## src/mips_exec_cfg.svh

```systemverilog
`ifndef MIPS_EXEC_CFG_SVH
`define MIPS_EXEC_CFG_SVH

// Datapath width
`define MIPS_XLEN       32

// Register file geometry
`define MIPS_RADDR_W    5
`define MIPS_NREGS      32

// Opcode field
`define MIPS_OP_HI      31
`define MIPS_OP_LO      26
// Source and target register fields
`define MIPS_RS_HI      25
`define MIPS_RS_LO      21
`define MIPS_RT_HI      20
`define MIPS_RT_LO      16
// R-type destination, shift amount and funct
`define MIPS_RD_HI      15
`define MIPS_RD_LO      11
`define MIPS_SHAMT_HI   10
`define MIPS_SHAMT_LO   6
`define MIPS_FUNCT_HI   5
`define MIPS_FUNCT_LO   0
// I-type immediate, overlaps rd/shamt/funct
`define MIPS_IMM_HI     15
`define MIPS_IMM_LO     0

`endif

```

## src/mips_exec_pkg.sv

```systemverilog
`default_nettype none

`include "mips_exec_cfg.svh"

package mips_exec_pkg;

    //////////////////////////////////////////////////////////////////////
    // Field types
    //////////////////////////////////////////////////////////////////////

    typedef logic [`MIPS_XLEN-1:0]                     word_t;
    typedef logic [`MIPS_XLEN-1:0]                     instr_t;
    typedef logic [`MIPS_RADDR_W-1:0]                  reg_addr_t;
    typedef logic [`MIPS_OP_HI-`MIPS_OP_LO:0]          opcode_t;
    typedef logic [`MIPS_FUNCT_HI-`MIPS_FUNCT_LO:0]    funct_t;
    typedef logic [`MIPS_SHAMT_HI-`MIPS_SHAMT_LO:0]    shamt_t;

    // Operations the execute stage knows
    typedef enum logic [3:0]
    {
        ALU_ADD,
        ALU_SUB,
        ALU_AND,
        ALU_OR,
        ALU_XOR,
        ALU_NOR,
        ALU_SLT,
        ALU_SLTU,
        ALU_SLL,
        ALU_SRL,
        ALU_SRA,
        ALU_LUI
    } alu_op_e;

    //////////////////////////////////////////////////////////////////////
    // Encodings
    //////////////////////////////////////////////////////////////////////

    // Primary opcodes, 0 selects the funct table
    localparam opcode_t OP_RTYPE = 6'h00;
    localparam opcode_t OP_ADDIU = 6'h09;
    localparam opcode_t OP_SLTI  = 6'h0a;
    localparam opcode_t OP_SLTIU = 6'h0b;
    localparam opcode_t OP_ANDI  = 6'h0c;
    localparam opcode_t OP_ORI   = 6'h0d;
    localparam opcode_t OP_XORI  = 6'h0e;
    localparam opcode_t OP_LUI   = 6'h0f;

    // R-type funct codes
    localparam funct_t FN_SLL  = 6'h00;
    localparam funct_t FN_SRL  = 6'h02;
    localparam funct_t FN_SRA  = 6'h03;
    localparam funct_t FN_ADDU = 6'h21;
    localparam funct_t FN_SUBU = 6'h23;
    localparam funct_t FN_AND  = 6'h24;
    localparam funct_t FN_OR   = 6'h25;
    localparam funct_t FN_XOR  = 6'h26;
    localparam funct_t FN_NOR  = 6'h27;
    localparam funct_t FN_SLT  = 6'h2a;
    localparam funct_t FN_SLTU = 6'h2b;

endpackage

`default_nettype wire

```

## src/mips_alu.sv

```systemverilog
`default_nettype none

`include "mips_exec_cfg.svh"

module mips_alu
    import mips_exec_pkg::*;
(
    input  wire             i_clk,
    input  wire             i_rst_n,
    // Decoded controls
    input  wire             i_valid,
    input  wire alu_op_e    i_alu_op,
    input  wire             i_use_imm,
    input  wire word_t      i_imm,
    input  wire shamt_t     i_shamt,
    input  wire reg_addr_t  i_dest,
    input  wire             i_wr_en,
    input  wire             i_illegal,
    // Operands from the register file
    input  wire word_t      i_rs_data,
    input  wire word_t      i_rt_data,
    // Result
    output logic            o_valid,
    output word_t           o_result,
    output reg_addr_t       o_dest,
    output logic            o_illegal,
    // Write-back to the register file
    output logic            o_wb_en,
    output reg_addr_t       o_wb_addr,
    output word_t           o_wb_data
);

    localparam int HALF = `MIPS_XLEN / 2;

    word_t      op_a;
    word_t      op_b;
    word_t      alu_out;
    word_t      result_q;
    reg_addr_t  dest_q;
    logic       valid_q;
    logic       illegal_q;
    logic       wr_en_q;

    // Operand B is either rt or the extended immediate
    assign op_a = i_rs_data;
    assign op_b = i_use_imm ? i_imm : i_rt_data;

    //////////////////////////////////////////////////////////////////////
    // Compute
    //////////////////////////////////////////////////////////////////////

    always_comb
    begin
        case (i_alu_op)
            ALU_ADD:  alu_out = op_a + op_b;
            ALU_SUB:  alu_out = op_a - op_b;
            ALU_AND:  alu_out = op_a & op_b;
            ALU_OR:   alu_out = op_a | op_b;
            ALU_XOR:  alu_out = op_a ^ op_b;
            ALU_NOR:  alu_out = ~(op_a | op_b);
            ALU_SLT:  alu_out = word_t'($signed(op_a) < $signed(op_b));
            ALU_SLTU: alu_out = word_t'(op_a < op_b);
            // Shifts act on rt, rs is ignored
            ALU_SLL:  alu_out = i_rt_data << i_shamt;
            ALU_SRL:  alu_out = i_rt_data >> i_shamt;
            ALU_SRA:  alu_out = word_t'($signed(i_rt_data) >>> i_shamt);
            // Low half of the immediate into the upper half
            ALU_LUI:  alu_out = i_imm << HALF;
            default:  alu_out = '0;
        endcase
    end

    //////////////////////////////////////////////////////////////////////
    // Result register
    //////////////////////////////////////////////////////////////////////

    always_ff @(posedge i_clk or negedge i_rst_n)
    begin
        if (!i_rst_n)
        begin
            valid_q   <= 1'b0;
            illegal_q <= 1'b0;
            wr_en_q   <= 1'b0;
        end
        else
        begin
            valid_q   <= i_valid;
            illegal_q <= i_valid && i_illegal;
            wr_en_q   <= i_valid && i_wr_en;
        end
    end

    // Illegal instructions report a zero result
    always_ff @(posedge i_clk)
    begin
        if (i_valid)
        begin
            result_q <= i_illegal ? '0 : alu_out;
            dest_q   <= i_dest;
        end
    end

    assign o_valid   = valid_q;
    assign o_result  = result_q;
    assign o_dest    = dest_q;
    assign o_illegal = illegal_q;

    // Same registered fields feed the write port
    assign o_wb_en   = valid_q && wr_en_q;
    assign o_wb_addr = dest_q;
    assign o_wb_data = result_q;

endmodule

`default_nettype wire

```

## src/mips_decoder.sv

```systemverilog
`default_nettype none

`include "mips_exec_cfg.svh"

module mips_decoder
    import mips_exec_pkg::*;
(
    input  wire             i_clk,
    input  wire             i_rst_n,
    input  wire             i_valid,
    input  wire instr_t     i_instr,
    // Registered controls for the ALU stage
    output logic            o_valid,
    output alu_op_e         o_alu_op,
    output logic            o_use_imm,
    output word_t           o_imm,
    output shamt_t          o_shamt,
    output reg_addr_t       o_dest,
    output logic            o_wr_en,
    output logic            o_illegal
);

    localparam int IMM_W = `MIPS_IMM_HI - `MIPS_IMM_LO + 1;

    // Raw instruction fields
    opcode_t            op;
    funct_t             fn;
    shamt_t             sh;
    reg_addr_t          rt;
    reg_addr_t          rd;
    logic [IMM_W-1:0]   imm_raw;
    word_t              imm_sext;
    word_t              imm_zext;

    // Next-state decode
    alu_op_e            op_d;
    logic               use_imm_d;
    word_t              imm_d;
    reg_addr_t          dest_d;
    logic               illegal_d;

    assign op      = i_instr[`MIPS_OP_HI:`MIPS_OP_LO];
    assign fn      = i_instr[`MIPS_FUNCT_HI:`MIPS_FUNCT_LO];
    assign sh      = i_instr[`MIPS_SHAMT_HI:`MIPS_SHAMT_LO];
    assign rt      = i_instr[`MIPS_RT_HI:`MIPS_RT_LO];
    assign rd      = i_instr[`MIPS_RD_HI:`MIPS_RD_LO];
    assign imm_raw = i_instr[`MIPS_IMM_HI:`MIPS_IMM_LO];

    // Both extensions, picked per opcode below
    assign imm_sext = {{(`MIPS_XLEN-IMM_W){imm_raw[IMM_W-1]}}, imm_raw};
    assign imm_zext = {{(`MIPS_XLEN-IMM_W){1'b0}}, imm_raw};

    //////////////////////////////////////////////////////////////////////
    // Opcode and funct decode
    //////////////////////////////////////////////////////////////////////

    always_comb
    begin
        op_d      = ALU_ADD;
        use_imm_d = 1'b0;
        imm_d     = '0;
        dest_d    = rd;
        illegal_d = 1'b0;
        case (op)
            OP_RTYPE:
            begin
                case (fn)
                    FN_SLL:  op_d = ALU_SLL;
                    FN_SRL:  op_d = ALU_SRL;
                    FN_SRA:  op_d = ALU_SRA;
                    FN_ADDU: op_d = ALU_ADD;
                    FN_SUBU: op_d = ALU_SUB;
                    FN_AND:  op_d = ALU_AND;
                    FN_OR:   op_d = ALU_OR;
                    FN_XOR:  op_d = ALU_XOR;
                    FN_NOR:  op_d = ALU_NOR;
                    FN_SLT:  op_d = ALU_SLT;
                    FN_SLTU: op_d = ALU_SLTU;
                    default: illegal_d = 1'b1;
                endcase
            end
            // Signed immediates, SLTIU compares the sign-extended value unsigned
            OP_ADDIU: begin op_d = ALU_ADD;  imm_d = imm_sext; end
            OP_SLTI:  begin op_d = ALU_SLT;  imm_d = imm_sext; end
            OP_SLTIU: begin op_d = ALU_SLTU; imm_d = imm_sext; end
            // Logic immediates are zero-extended
            OP_ANDI:  begin op_d = ALU_AND;  imm_d = imm_zext; end
            OP_ORI:   begin op_d = ALU_OR;   imm_d = imm_zext; end
            OP_XORI:  begin op_d = ALU_XOR;  imm_d = imm_zext; end
            // Raw 16 bits, ALU moves them up
            OP_LUI:   begin op_d = ALU_LUI;  imm_d = imm_zext; end
            default:  illegal_d = 1'b1;
        endcase
        // I-type writes rt and takes the immediate as operand B
        if (op != OP_RTYPE)
        begin
            use_imm_d = 1'b1;
            dest_d    = rt;
        end
    end

    //////////////////////////////////////////////////////////////////////
    // Output registers
    //////////////////////////////////////////////////////////////////////

    // Control, qualified by the strobe
    always_ff @(posedge i_clk or negedge i_rst_n)
    begin
        if (!i_rst_n)
        begin
            o_valid   <= 1'b0;
            o_wr_en   <= 1'b0;
            o_illegal <= 1'b0;
        end
        else
        begin
            o_valid   <= i_valid;
            o_wr_en   <= i_valid && !illegal_d;
            o_illegal <= i_valid && illegal_d;
        end
    end

    // Payload, only loaded for a real instruction
    always_ff @(posedge i_clk)
    begin
        if (i_valid)
        begin
            o_alu_op  <= op_d;
            o_use_imm <= use_imm_d;
            o_imm     <= imm_d;
            o_shamt   <= sh;
            o_dest    <= dest_d;
        end
    end

endmodule

`default_nettype wire

```

## src/mips_exec_top.sv

```systemverilog
`default_nettype none

`include "mips_exec_cfg.svh"

module mips_exec_top
    import mips_exec_pkg::*;
(
    input  wire             i_clk,
    input  wire             i_rst_n,
    input  wire             i_instr_valid,
    input  wire instr_t     i_instr,
    output logic            o_result_valid,
    output word_t           o_result,
    output reg_addr_t       o_dest,
    output logic            o_illegal
);

    // Operand path
    word_t      rs_data;
    word_t      rt_data;

    // Decoder to ALU
    logic       dec_valid;
    alu_op_e    dec_alu_op;
    logic       dec_use_imm;
    word_t      dec_imm;
    shamt_t     dec_shamt;
    reg_addr_t  dec_dest;
    logic       dec_wr_en;
    logic       dec_illegal;

    // Write-back loop
    logic       wb_en;
    reg_addr_t  wb_addr;
    word_t      wb_data;

    //////////////////////////////////////////////////////////////////////
    // Cycle 1, operand read and decode in parallel
    //////////////////////////////////////////////////////////////////////

    mips_regfile regfile_i (
        .i_clk      (i_clk),
        .i_rst_n    (i_rst_n),
        .i_rs_addr  (i_instr[`MIPS_RS_HI:`MIPS_RS_LO]),
        .i_rt_addr  (i_instr[`MIPS_RT_HI:`MIPS_RT_LO]),
        .i_wr_en    (wb_en),
        .i_wr_addr  (wb_addr),
        .i_wr_data  (wb_data),
        .o_rs_data  (rs_data),
        .o_rt_data  (rt_data)
    );

    mips_decoder decoder_i (
        .i_clk      (i_clk),
        .i_rst_n    (i_rst_n),
        .i_valid    (i_instr_valid),
        .i_instr    (i_instr),
        .o_valid    (dec_valid),
        .o_alu_op   (dec_alu_op),
        .o_use_imm  (dec_use_imm),
        .o_imm      (dec_imm),
        .o_shamt    (dec_shamt),
        .o_dest     (dec_dest),
        .o_wr_en    (dec_wr_en),
        .o_illegal  (dec_illegal)
    );

    //////////////////////////////////////////////////////////////////////
    // Cycle 2, execute and write back
    //////////////////////////////////////////////////////////////////////

    mips_alu alu_i (
        .i_clk      (i_clk),
        .i_rst_n    (i_rst_n),
        .i_valid    (dec_valid),
        .i_alu_op   (dec_alu_op),
        .i_use_imm  (dec_use_imm),
        .i_imm      (dec_imm),
        .i_shamt    (dec_shamt),
        .i_dest     (dec_dest),
        .i_wr_en    (dec_wr_en),
        .i_illegal  (dec_illegal),
        .i_rs_data  (rs_data),
        .i_rt_data  (rt_data),
        .o_valid    (o_result_valid),
        .o_result   (o_result),
        .o_dest     (o_dest),
        .o_illegal  (o_illegal),
        .o_wb_en    (wb_en),
        .o_wb_addr  (wb_addr),
        .o_wb_data  (wb_data)
    );

endmodule

`default_nettype wire

```

## src/mips_regfile.sv

```systemverilog
`default_nettype none

`include "mips_exec_cfg.svh"

module mips_regfile
    import mips_exec_pkg::*;
(
    input  wire             i_clk,
    input  wire             i_rst_n,
    // Read addresses sampled with the instruction strobe
    input  wire reg_addr_t  i_rs_addr,
    input  wire reg_addr_t  i_rt_addr,
    // Write-back port
    input  wire             i_wr_en,
    input  wire reg_addr_t  i_wr_addr,
    input  wire word_t      i_wr_data,
    // Operands for the cycle after the strobe
    output word_t           o_rs_data,
    output word_t           o_rt_data
);

    //////////////////////////////////////////////////////////////////////
    // Storage
    //////////////////////////////////////////////////////////////////////

    word_t      regs [`MIPS_NREGS];
    reg_addr_t  rs_q;
    reg_addr_t  rt_q;
    logic       wr_ok;

    // Writes to register 0 are dropped here
    assign wr_ok = i_wr_en && (i_wr_addr != '0);

    // Whole array cleared on reset
    always_ff @(posedge i_clk or negedge i_rst_n)
    begin
        if (!i_rst_n)
        begin
            for (int i = 0; i < `MIPS_NREGS; i++)
            begin
                regs[i] <= '0;
            end
        end
        else if (wr_ok)
        begin
            regs[i_wr_addr] <= i_wr_data;
        end
    end

    //////////////////////////////////////////////////////////////////////
    // Read ports
    //////////////////////////////////////////////////////////////////////

    // Addresses captured at the strobe edge
    always_ff @(posedge i_clk or negedge i_rst_n)
    begin
        if (!i_rst_n)
        begin
            rs_q <= '0;
            rt_q <= '0;
        end
        else
        begin
            rs_q <= i_rs_addr;
            rt_q <= i_rt_addr;
        end
    end

    // Data resolved during the operand cycle
    // A write landing at the end of this cycle wins over the array
    // This is what lets instruction n+1 consume the result of n
    function automatic word_t read_port(input reg_addr_t addr);
        word_t data;
        if (wr_ok && (i_wr_addr == addr))
        begin
            data = i_wr_data;
        end
        else
        begin
            data = regs[addr];
        end
        return data;
    endfunction

    always_comb
    begin
        o_rs_data = read_port(rs_q);
        o_rt_data = read_port(rt_q);
    end

endmodule

`default_nettype wire

```

## config.mk

```make
export PLATFORM = sky130hd
export DESIGN_NAME = mips_exec_top
export DESIGN_NICKNAME = d
export VERILOG_FILES = /design/src/mips_exec_pkg.sv /design/src/mips_alu.sv /design/src/mips_decoder.sv /design/src/mips_exec_top.sv /design/src/mips_regfile.sv
export VERILOG_INCLUDE_DIRS = /design/src
export SDC_FILE = /design/constraint.sdc
export NUM_CORES = 2
export LEC_CHECK = 0
export BUFFER_PORTS_ARGS = -buffer_cell sky130_fd_sc_hd__clkbuf_2
export CAP_MARGIN = 0
export CORE_UTILIZATION = 50
export CTS_CLUSTER_DIAMETER = 80
export DETAILED_ROUTE_END_ITERATION = 10
export PLACE_DENSITY_LB_ADDON = 0.12
export SLEW_MARGIN = 5
export SYNTH_ARGS = -nofsm -noshare
export SYNTH_HDL_FRONTEND = slang
export SYNTH_HIERARCHICAL = 1
export SYNTH_SLANG_ARGS = --single-unit
```

## constraint.sdc

```tcl
create_clock -name i_clk -period 10.35 [get_ports i_clk]
set_input_delay 1.5525 -clock i_clk [delete_from_list [all_inputs] [get_ports i_clk]]
set_output_delay 1.5525 -clock i_clk [all_outputs]
set_load 0.05 [all_outputs]
```

Word level (Yosys, flattened, before mapping)
Index checks and enable logic that the tools add are counted.
{"block": "totals", "regBits": 1124, "in_bits": 35}
{"block": "op_classes", "add_sub_neg": 2, "n_lt_le_gt_ge": 6, "n_eq_ne": 30, "shift": 3, "mux": 20, "n_bitwise": 7, "n_reduce_logical": 19}
{"op": "bitwise mux 1024 bit", "n": 1}
{"op": "case mux 32 bit (12 select lines)", "n": 1}
{"op": "binary-select mux 32 bit (select 5 bit)", "n": 2}
{"op": "two-way mux 32 bit", "n": 8}
{"op": "demux 32 bit (select 5 bit)", "n": 1}
{"op": "less-than comparator 32 bit", "n": 2}
{"op": "case mux 32 bit (2 select lines)", "n": 1}
{"op": "== test 6 bit, second input constant", "n": 8}
{"op": "== test 6 x 4 -> 1 bit, second input constant", "n": 7}
{"op": "case mux 4 bit (10 select lines)", "n": 1}
{"op": "adder 32 bit", "n": 1}
{"op": "AND 32 bit", "n": 1}
{"op": "NOT 32 bit", "n": 1}
{"op": "OR 32 bit", "n": 1}
{"op": "<< shifter 32 x 5 -> 32 bit", "n": 1}
{"op": "right shift 32 x 5 -> 32 bit", "n": 1}
{"op": ">>> shifter 32 x 5 -> 32 bit", "n": 1}
{"op": "subtractor 32 bit", "n": 1}
{"op": "bitwise XOR 32 bit", "n": 1}
{"op": "case mux 4 bit (7 select lines)", "n": 1}
{"op": ">= comparator 6 bit, second input constant", "n": 3}
{"op": "NOT 5 -> 6 bit", "n": 3}
{"op": "== test 4 x 3 -> 1 bit, second input constant", "n": 4}
{"op": "== test 4 bit, second input constant", "n": 4}
{"op": "other kinds (18)", "n": 31}

Longest topological paths before layout
{"block": "logic_depth", "depth_word": 9, "mapped_depth": 20, "mapped_depth_nobuf": 17}

Cells and area by module
The synthesis kept the hierarchy.
{"mod": "mips_regfile", "n_inst": 1, "cells_each": 3443, "area_each_um2": 53978.0, "seq_area_each_um2": 25874.8}
{"mod": "mips_alu", "n_inst": 1, "cells_each": 1529, "area_each_um2": 11373.4, "seq_area_each_um2": 1186.1}
{"mod": "mips_decoder", "n_inst": 1, "cells_each": 122, "area_each_um2": 1656.6, "seq_area_each_um2": 1036.0}

Worst setup path before layout
OpenSTA, ideal clock, no wires.
{"block": "synth_path", "kind": "reg-to-reg", "startpoint": "register alu_i.dest_q[2], in the netlist alu_i/o_dest[2]", "endpoint": "register alu_i.result_q[27], in the netlist alu_i/o_result[27], data pin", "arrival_time_ns": 4.917, "setup_slack_ns": 5.172, "stages_incl_launch_ff": 18, "path_buffers": 3, "period_less_slack_ns": 5.178, "cell_sequence": "edfxtp_1 > buf_4 > buf_2 > nor3_2 > a21bo_2 > nor4_4 > buf_2 > mux2_2 > mux2i_1 > ha_1 > or4_4 > or4_4 > nor2_2 > o2111ai_1 > a2111o_1 > and2_1 > a221oi_2 > a21oi_1"}
{"block": "synth_via", "elab_cells_between_ends": 19}
{"item": "from (decl)", "line": "mips_alu.sv:39", "source": "reg_addr_t dest_q;"}
{"item": "from (signal assigned)", "line": "mips_alu.sv:99", "source": "dest_q <= i_dest;"}
{"item": "nonzero test 5 bit", "line": "mips_regfile.sv:32", "source": "assign wr_ok = i_wr_en && (i_wr_addr != '0);"}
{"item": "logical AND 1 bit", "line": "mips_regfile.sv:32"}
{"item": "logical AND 1 bit (*)", "line": "mips_regfile.sv:74", "source": "if (wr_ok && (i_wr_addr == addr))"}
{"item": "two-way mux 32 bit (*)", "line": "mips_regfile.sv:74"}
{"item": "via rt_data[19]", "line": "mips_exec_top.sv:20", "source": "word_t rt_data;"}
{"item": "two-way mux 32 bit", "line": "mips_alu.sv:46", "source": "assign op_b = i_use_imm ? i_imm : i_rt_data;"}
{"item": "subtractor 32 bit or adder 32 bit (tied branches)", "line": "mips_alu.sv:56, mips_alu.sv:55"}
{"item": "case mux 32 bit (12 select lines) (*)", "line": "mips_alu.sv:54", "source": "case (i_alu_op)"}
{"item": "to (signal assigned)", "line": "mips_alu.sv:98", "source": "result_q <= i_illegal ? '0 : alu_out;"}
{"item": "to (decl)", "line": "mips_alu.sv:38", "source": "word_t result_q;"}
Mark *: on every way through the listed nets, which the timed path passes. The rest lies on a longest branch.
A chain may end at the register's enable or synchronous reset.

Final worst setup path
{"block": "layout_path", "startpoint": "register regfile_i.rs_q[0]", "endpoint": "register alu_i.result_q[27], in the netlist alu_i/o_result[27], data pin"}
{"block": "layout_via", "elab_cells_between_ends": 14}
{"item": "from (decl)", "line": "mips_regfile.sv:27", "source": "reg_addr_t rs_q;"}
{"item": "from (signal assigned)", "line": "mips_regfile.sv:64", "source": "rs_q <= i_rs_addr;"}
{"item": "NOT 5 -> 6 bit (not written as such)", "line": "mips_regfile.sv:80", "source": "data = regs[addr];"}
{"item": "binary-select mux 32 bit (select 5 bit)", "line": "mips_regfile.sv:80"}
{"item": "two-way mux 32 bit (not written as such) (2 in series)", "line": "mips_regfile.sv:80"}
{"item": "two-way mux 32 bit (*)", "line": "mips_regfile.sv:74"}
{"item": "via rs_data[18]", "line": "mips_exec_top.sv:19", "source": "word_t rs_data;"}
{"item": "subtractor 32 bit or adder 32 bit (tied branches)", "line": "mips_alu.sv:56, mips_alu.sv:55"}
{"item": "case mux 32 bit (12 select lines) (*)", "line": "mips_alu.sv:54"}
Mark *: on every way through the listed nets, which the timed path passes. The rest lies on a longest branch. The select of a mux whose other input is x is not followed.

==> flow_metrics.env <==
export IMPL_power_density_nw_per_um2=155
export IMPL_initial_core_util_pct=50.7
export IMPL_grt_max_degree=171
export IMPL_syn_area_per_cell_um2=13.2
export IMPL_cp_arrival_ns=7.46
export IMPL_grt_overflow=0
export IMPL_pwr_share_comb_pct=17.2
export IMPL_slowest_delay_ns=1.05
export IMPL_htree_levels=4
export IMPL_clk_pin_slew_worst_paths_ns=0.06
export IMPL_synth_cells=5094
export IMPL_synth_compound_area_share_pct=7.88
export IMPL_cts_buffers=131
export IMPL_relSlewSlack_pct=4.45
export IMPL_route_detailed_drc=0
export IMPL_yosys_warnings=6
export IMPL_drive_above_1_share_pct=43.0
export IMPL_num_rows=133
export IMPL_synth_simple_gate_area_share_pct=4.96
export IMPL_synth_seq_cells=1109
export IMPL_cp_start_kind="flop"
export IMPL_synth_top_family_by_area="multiplexers"
export IMPL_grt_util_met2_pct=52.9
export IMPL_met3_usage_pct=9.14
export IMPL_ant_nets=0
export IMPL_track_usage_pct=36.6
export IMPL_switching_share_pct=30.1
export IMPL_syn_num_nets=5227
export IMPL_r2r_end="alu_i/o_result[27]"
export IMPL_worstPathCellList="buf_4 > mux4_2 > o22ai_1 > nor4_1 > mux2_2 > inv_1 > ha_1 > or4_4 > or4_4 > nor2_2 > o2111ai_1 > a2111o_1 > and2_1 > a221oi_2 > a21oi_1"
export IMPL_fmax_mhz=144
export IMPL_fin_tns_setup_ns=0
export IMPL_nFillCells=11000
export IMPL_holdCritPathClass="reg -> reg"
export IMPL_ys_seq_area_share_pct=41.9
export IMPL_routabilityCongestion=1.00
export IMPL_num_vias=48000
export IMPL_synth_xor_area_share_pct=0.248
export IMPL_dieArea_um2=135000
export IMPL_cp_max_fo=41
export IMPL_cts_resized=0
export IMPL_multi_input_area_um2=35800
export IMPL_slowest_stage="nor4_1"
export IMPL_synth_main_ff_cell="dfrtp_1"
export IMPL_cts_tree="done"
export IMPL_clk_path_buf_depth=3
export IMPL_die_w_um=368
export IMPL_portBuffers=73
export IMPL_hold_buffers=0
export IMPL_coreArea_um2=132000
export IMPL_routed_wl_mm=247
export IMPL_synth_area_um2=67000
export IMPL_hold_depth=0
export IMPL_clock_power_share_pct=42.5
export IMPL_status="finished clean"
export IMPL_wire_per_inst_um=36.7
export IMPL_asyncSetResetFlopFracSynth_pct=93.8
export IMPL_r2r_setup_slack_ns=3.42
export IMPL_holdPathEnd="regfile_i/regs[1003]"
export IMPL_grt_pass1_vias=47000
export IMPL_drv_slew=0
export IMPL_synthMuxAreaShare_pct=38.1
export IMPL_crit_required_ns=10.88
export IMPL_cp_num_buf_inv=2
export IMPL_post_cts_setup_buffer_count=0
export IMPL_clock_latency_ns=0.80
export IMPL_first_iter_violations=5974
export IMPL_hp_start="regfile_i/regs[1003]"
export IMPL_synthAdderAreaFrac_pct=1.85
export IMPL_min_period_over_period_pct=66.9
export IMPL_ys_types=97
export IMPL_busiest_layer="met1"
export IMPL_tightest_slew_ns=1.42
export IMPL_clock_sinks=1109
export IMPL_cp_end_kind="flop"
export IMPL_cp_common_cell="or4_4"
export IMPL_skew_ns=0.0448
export IMPL_vias_per_cell=7.15
export IMPL_met1_usage_pct=53.1
export IMPL_grt_first_pass_wirelength_mm=353
export IMPL_firstDrtPassIters=6
export IMPL_intPower_w=0.00785
export IMPL_seq_area_um2=28100
export IMPL_p_seq_share_pct=40.3
export IMPL_worstReg2RegStart="regfile_i/rs_q[0]"
export IMPL_synthToLayoutAreaGrowth_pct=8.49
export IMPL_p_leak_nw=32.7
export IMPL_antenna_found_initial=9
export IMPL_peakVddDrop_uv=142
export IMPL_maxCapViolations=0
export IMPL_cp_top_family="simple AND/OR/NAND/NOR gates"
export IMPL_finalHoldViolCount=0
export IMPL_p_sw_w=0.00339
export IMPL_synth_edf_count=69
export IMPL_fin_util_pct=54.9
export IMPL_critical_path_class="reg -> reg"
export IMPL_dieHeight_um=368
export IMPL_period_minus_slack_ns=6.93
export IMPL_finalNetCount=4990
export IMPL_reg2reg_depth=15
export IMPL_rsz0062_at_grt="false"
export IMPL_clockRootBuffer="clkbuf_16"
export IMPL_setup_violations=0
export IMPL_ioPinCount=74
export IMPL_hpwl_mm=151
## power groups by stage
stage	Clock [W]	Sequential (W)	Combinational [W]
CTS	0.00486	0.00452	0.00188
global placement	0	0.00460	0.00189
global route	0.00503	0.00453	0.00203
floorplan	0	0.00461	0.00117
detailed placement	0	0.00460	0.00188
finish	0.00478	0.00453	0.00193
## per-layer routing
layer  share of wire (%)  up-vias
li1                    -    19200
met1                  41    25600
met3                  11      477
met5              0.0089        -
met2                  44     2708
met4                 4.1        4
## synthesized netlist by cell type (all sizes together) (33+ instances only)
master / instances / area [um2]
a21oi: 131 / 656
dfrtp: 1040 / 26000
mux2i: 93 / 931
edfxtp: 69 / 2070
ha: 96 / 1200
inv: 112 / 420
nor4: 73 / 487
buf: 315 / 1930
mux4: 556 / 12500
nand2: 156 / 586
and2: 33 / 206
nand3: 43 / 215
mux2: 1069 / 12100
o22ai: 266 / 1660
o21ai: 116 / 581
nor2: 181 / 712
nor3: 35 / 180
clkbuf: 277 / 1040
## worst max-delay path by stage
stage                      startpoint            endpoint  cells after the start
finish              regfile_i/rs_q[0]  alu_i/o_result[27]                     15
global route        regfile_i/rs_q[0]  alu_i/o_result[24]                     15
floorplan             alu_i/o_dest[2]  alu_i/o_result[27]                     17
CTS                 regfile_i/rs_q[0]  alu_i/o_result[29]                     15
detailed placement  regfile_i/rs_q[0]  alu_i/o_result[27]                     15
global placement    regfile_i/rs_q[0]  alu_i/o_result[27]                     15
## layout by cell type, fill, tap and decap left out, drive strengths merged, types with 26 or more instances in the layout
cell type and count:
mux2 1069, dfrtp 1040, mux4 556, o22ai 266, clkbuf 262, nor2 181
nand2 156, buf 150, a21oi 131, inv 121, o21ai 116, ha 96
mux2i 93, nor4 73, edfxtp 69, nand3 43, nor3 35, and2 33
clkinv 29, a221oi 26
## flip-flops by register name (all words and copies together) (netlist names), 4 cells and up
name and count:
decoder_i/o_alu_op 4, decoder_i/o_dest 5, regfile_i/rs_q 5, decoder_i/o_imm 17, regfile_i/rt_q 5, decoder_i/o_shamt 5, regfile_i/regs 1024, alu_i/o_result 32
alu_i/o_dest 5
## cell type report
type	count	share of cell area [%]
timing repair buffer	222	2.30
sequential	1109	38.7
antenna	3	0.0103
inverter	112	0.578
clock buffer	190	5.34
clock inverter	45	0.809
tap	1755	3.02
multi-input combinational	3281	49.3
## per-stage QoR
stage                     instances  setup WS, ns  total power, W  hold WS (ns)  area [um2]
final                          6717          3.42          0.0112         0.393       72700
after global routing           6714          3.14          0.0116         0.404       72700
after CTS                      6714          3.54          0.0113         0.396       72700
after detailed placement       6479          3.55         0.00648         0.382       68200
after global placement         6479          3.54         0.00649         0.378       68200
after floorplan                5094          5.17         0.00578         0.400       67000
## kinds of logic (layout without fill, tap and decap cells)
| family | count (synthesis) | count (layout) |
|---|---|---|
| mux | 1718 | 1718 |
| flops | 1109 | 1109 |
| compound gates | 798 | 798 |
| buf+inv | 704 | 569 |
| simple gates | 648 | 648 |
| fa+ha+maj | 98 | 98 |
| xor+xnor | 19 | 19 |
| other cells | 0 | 3 |
Note: power is estimated with default switching activity, not from simulation.
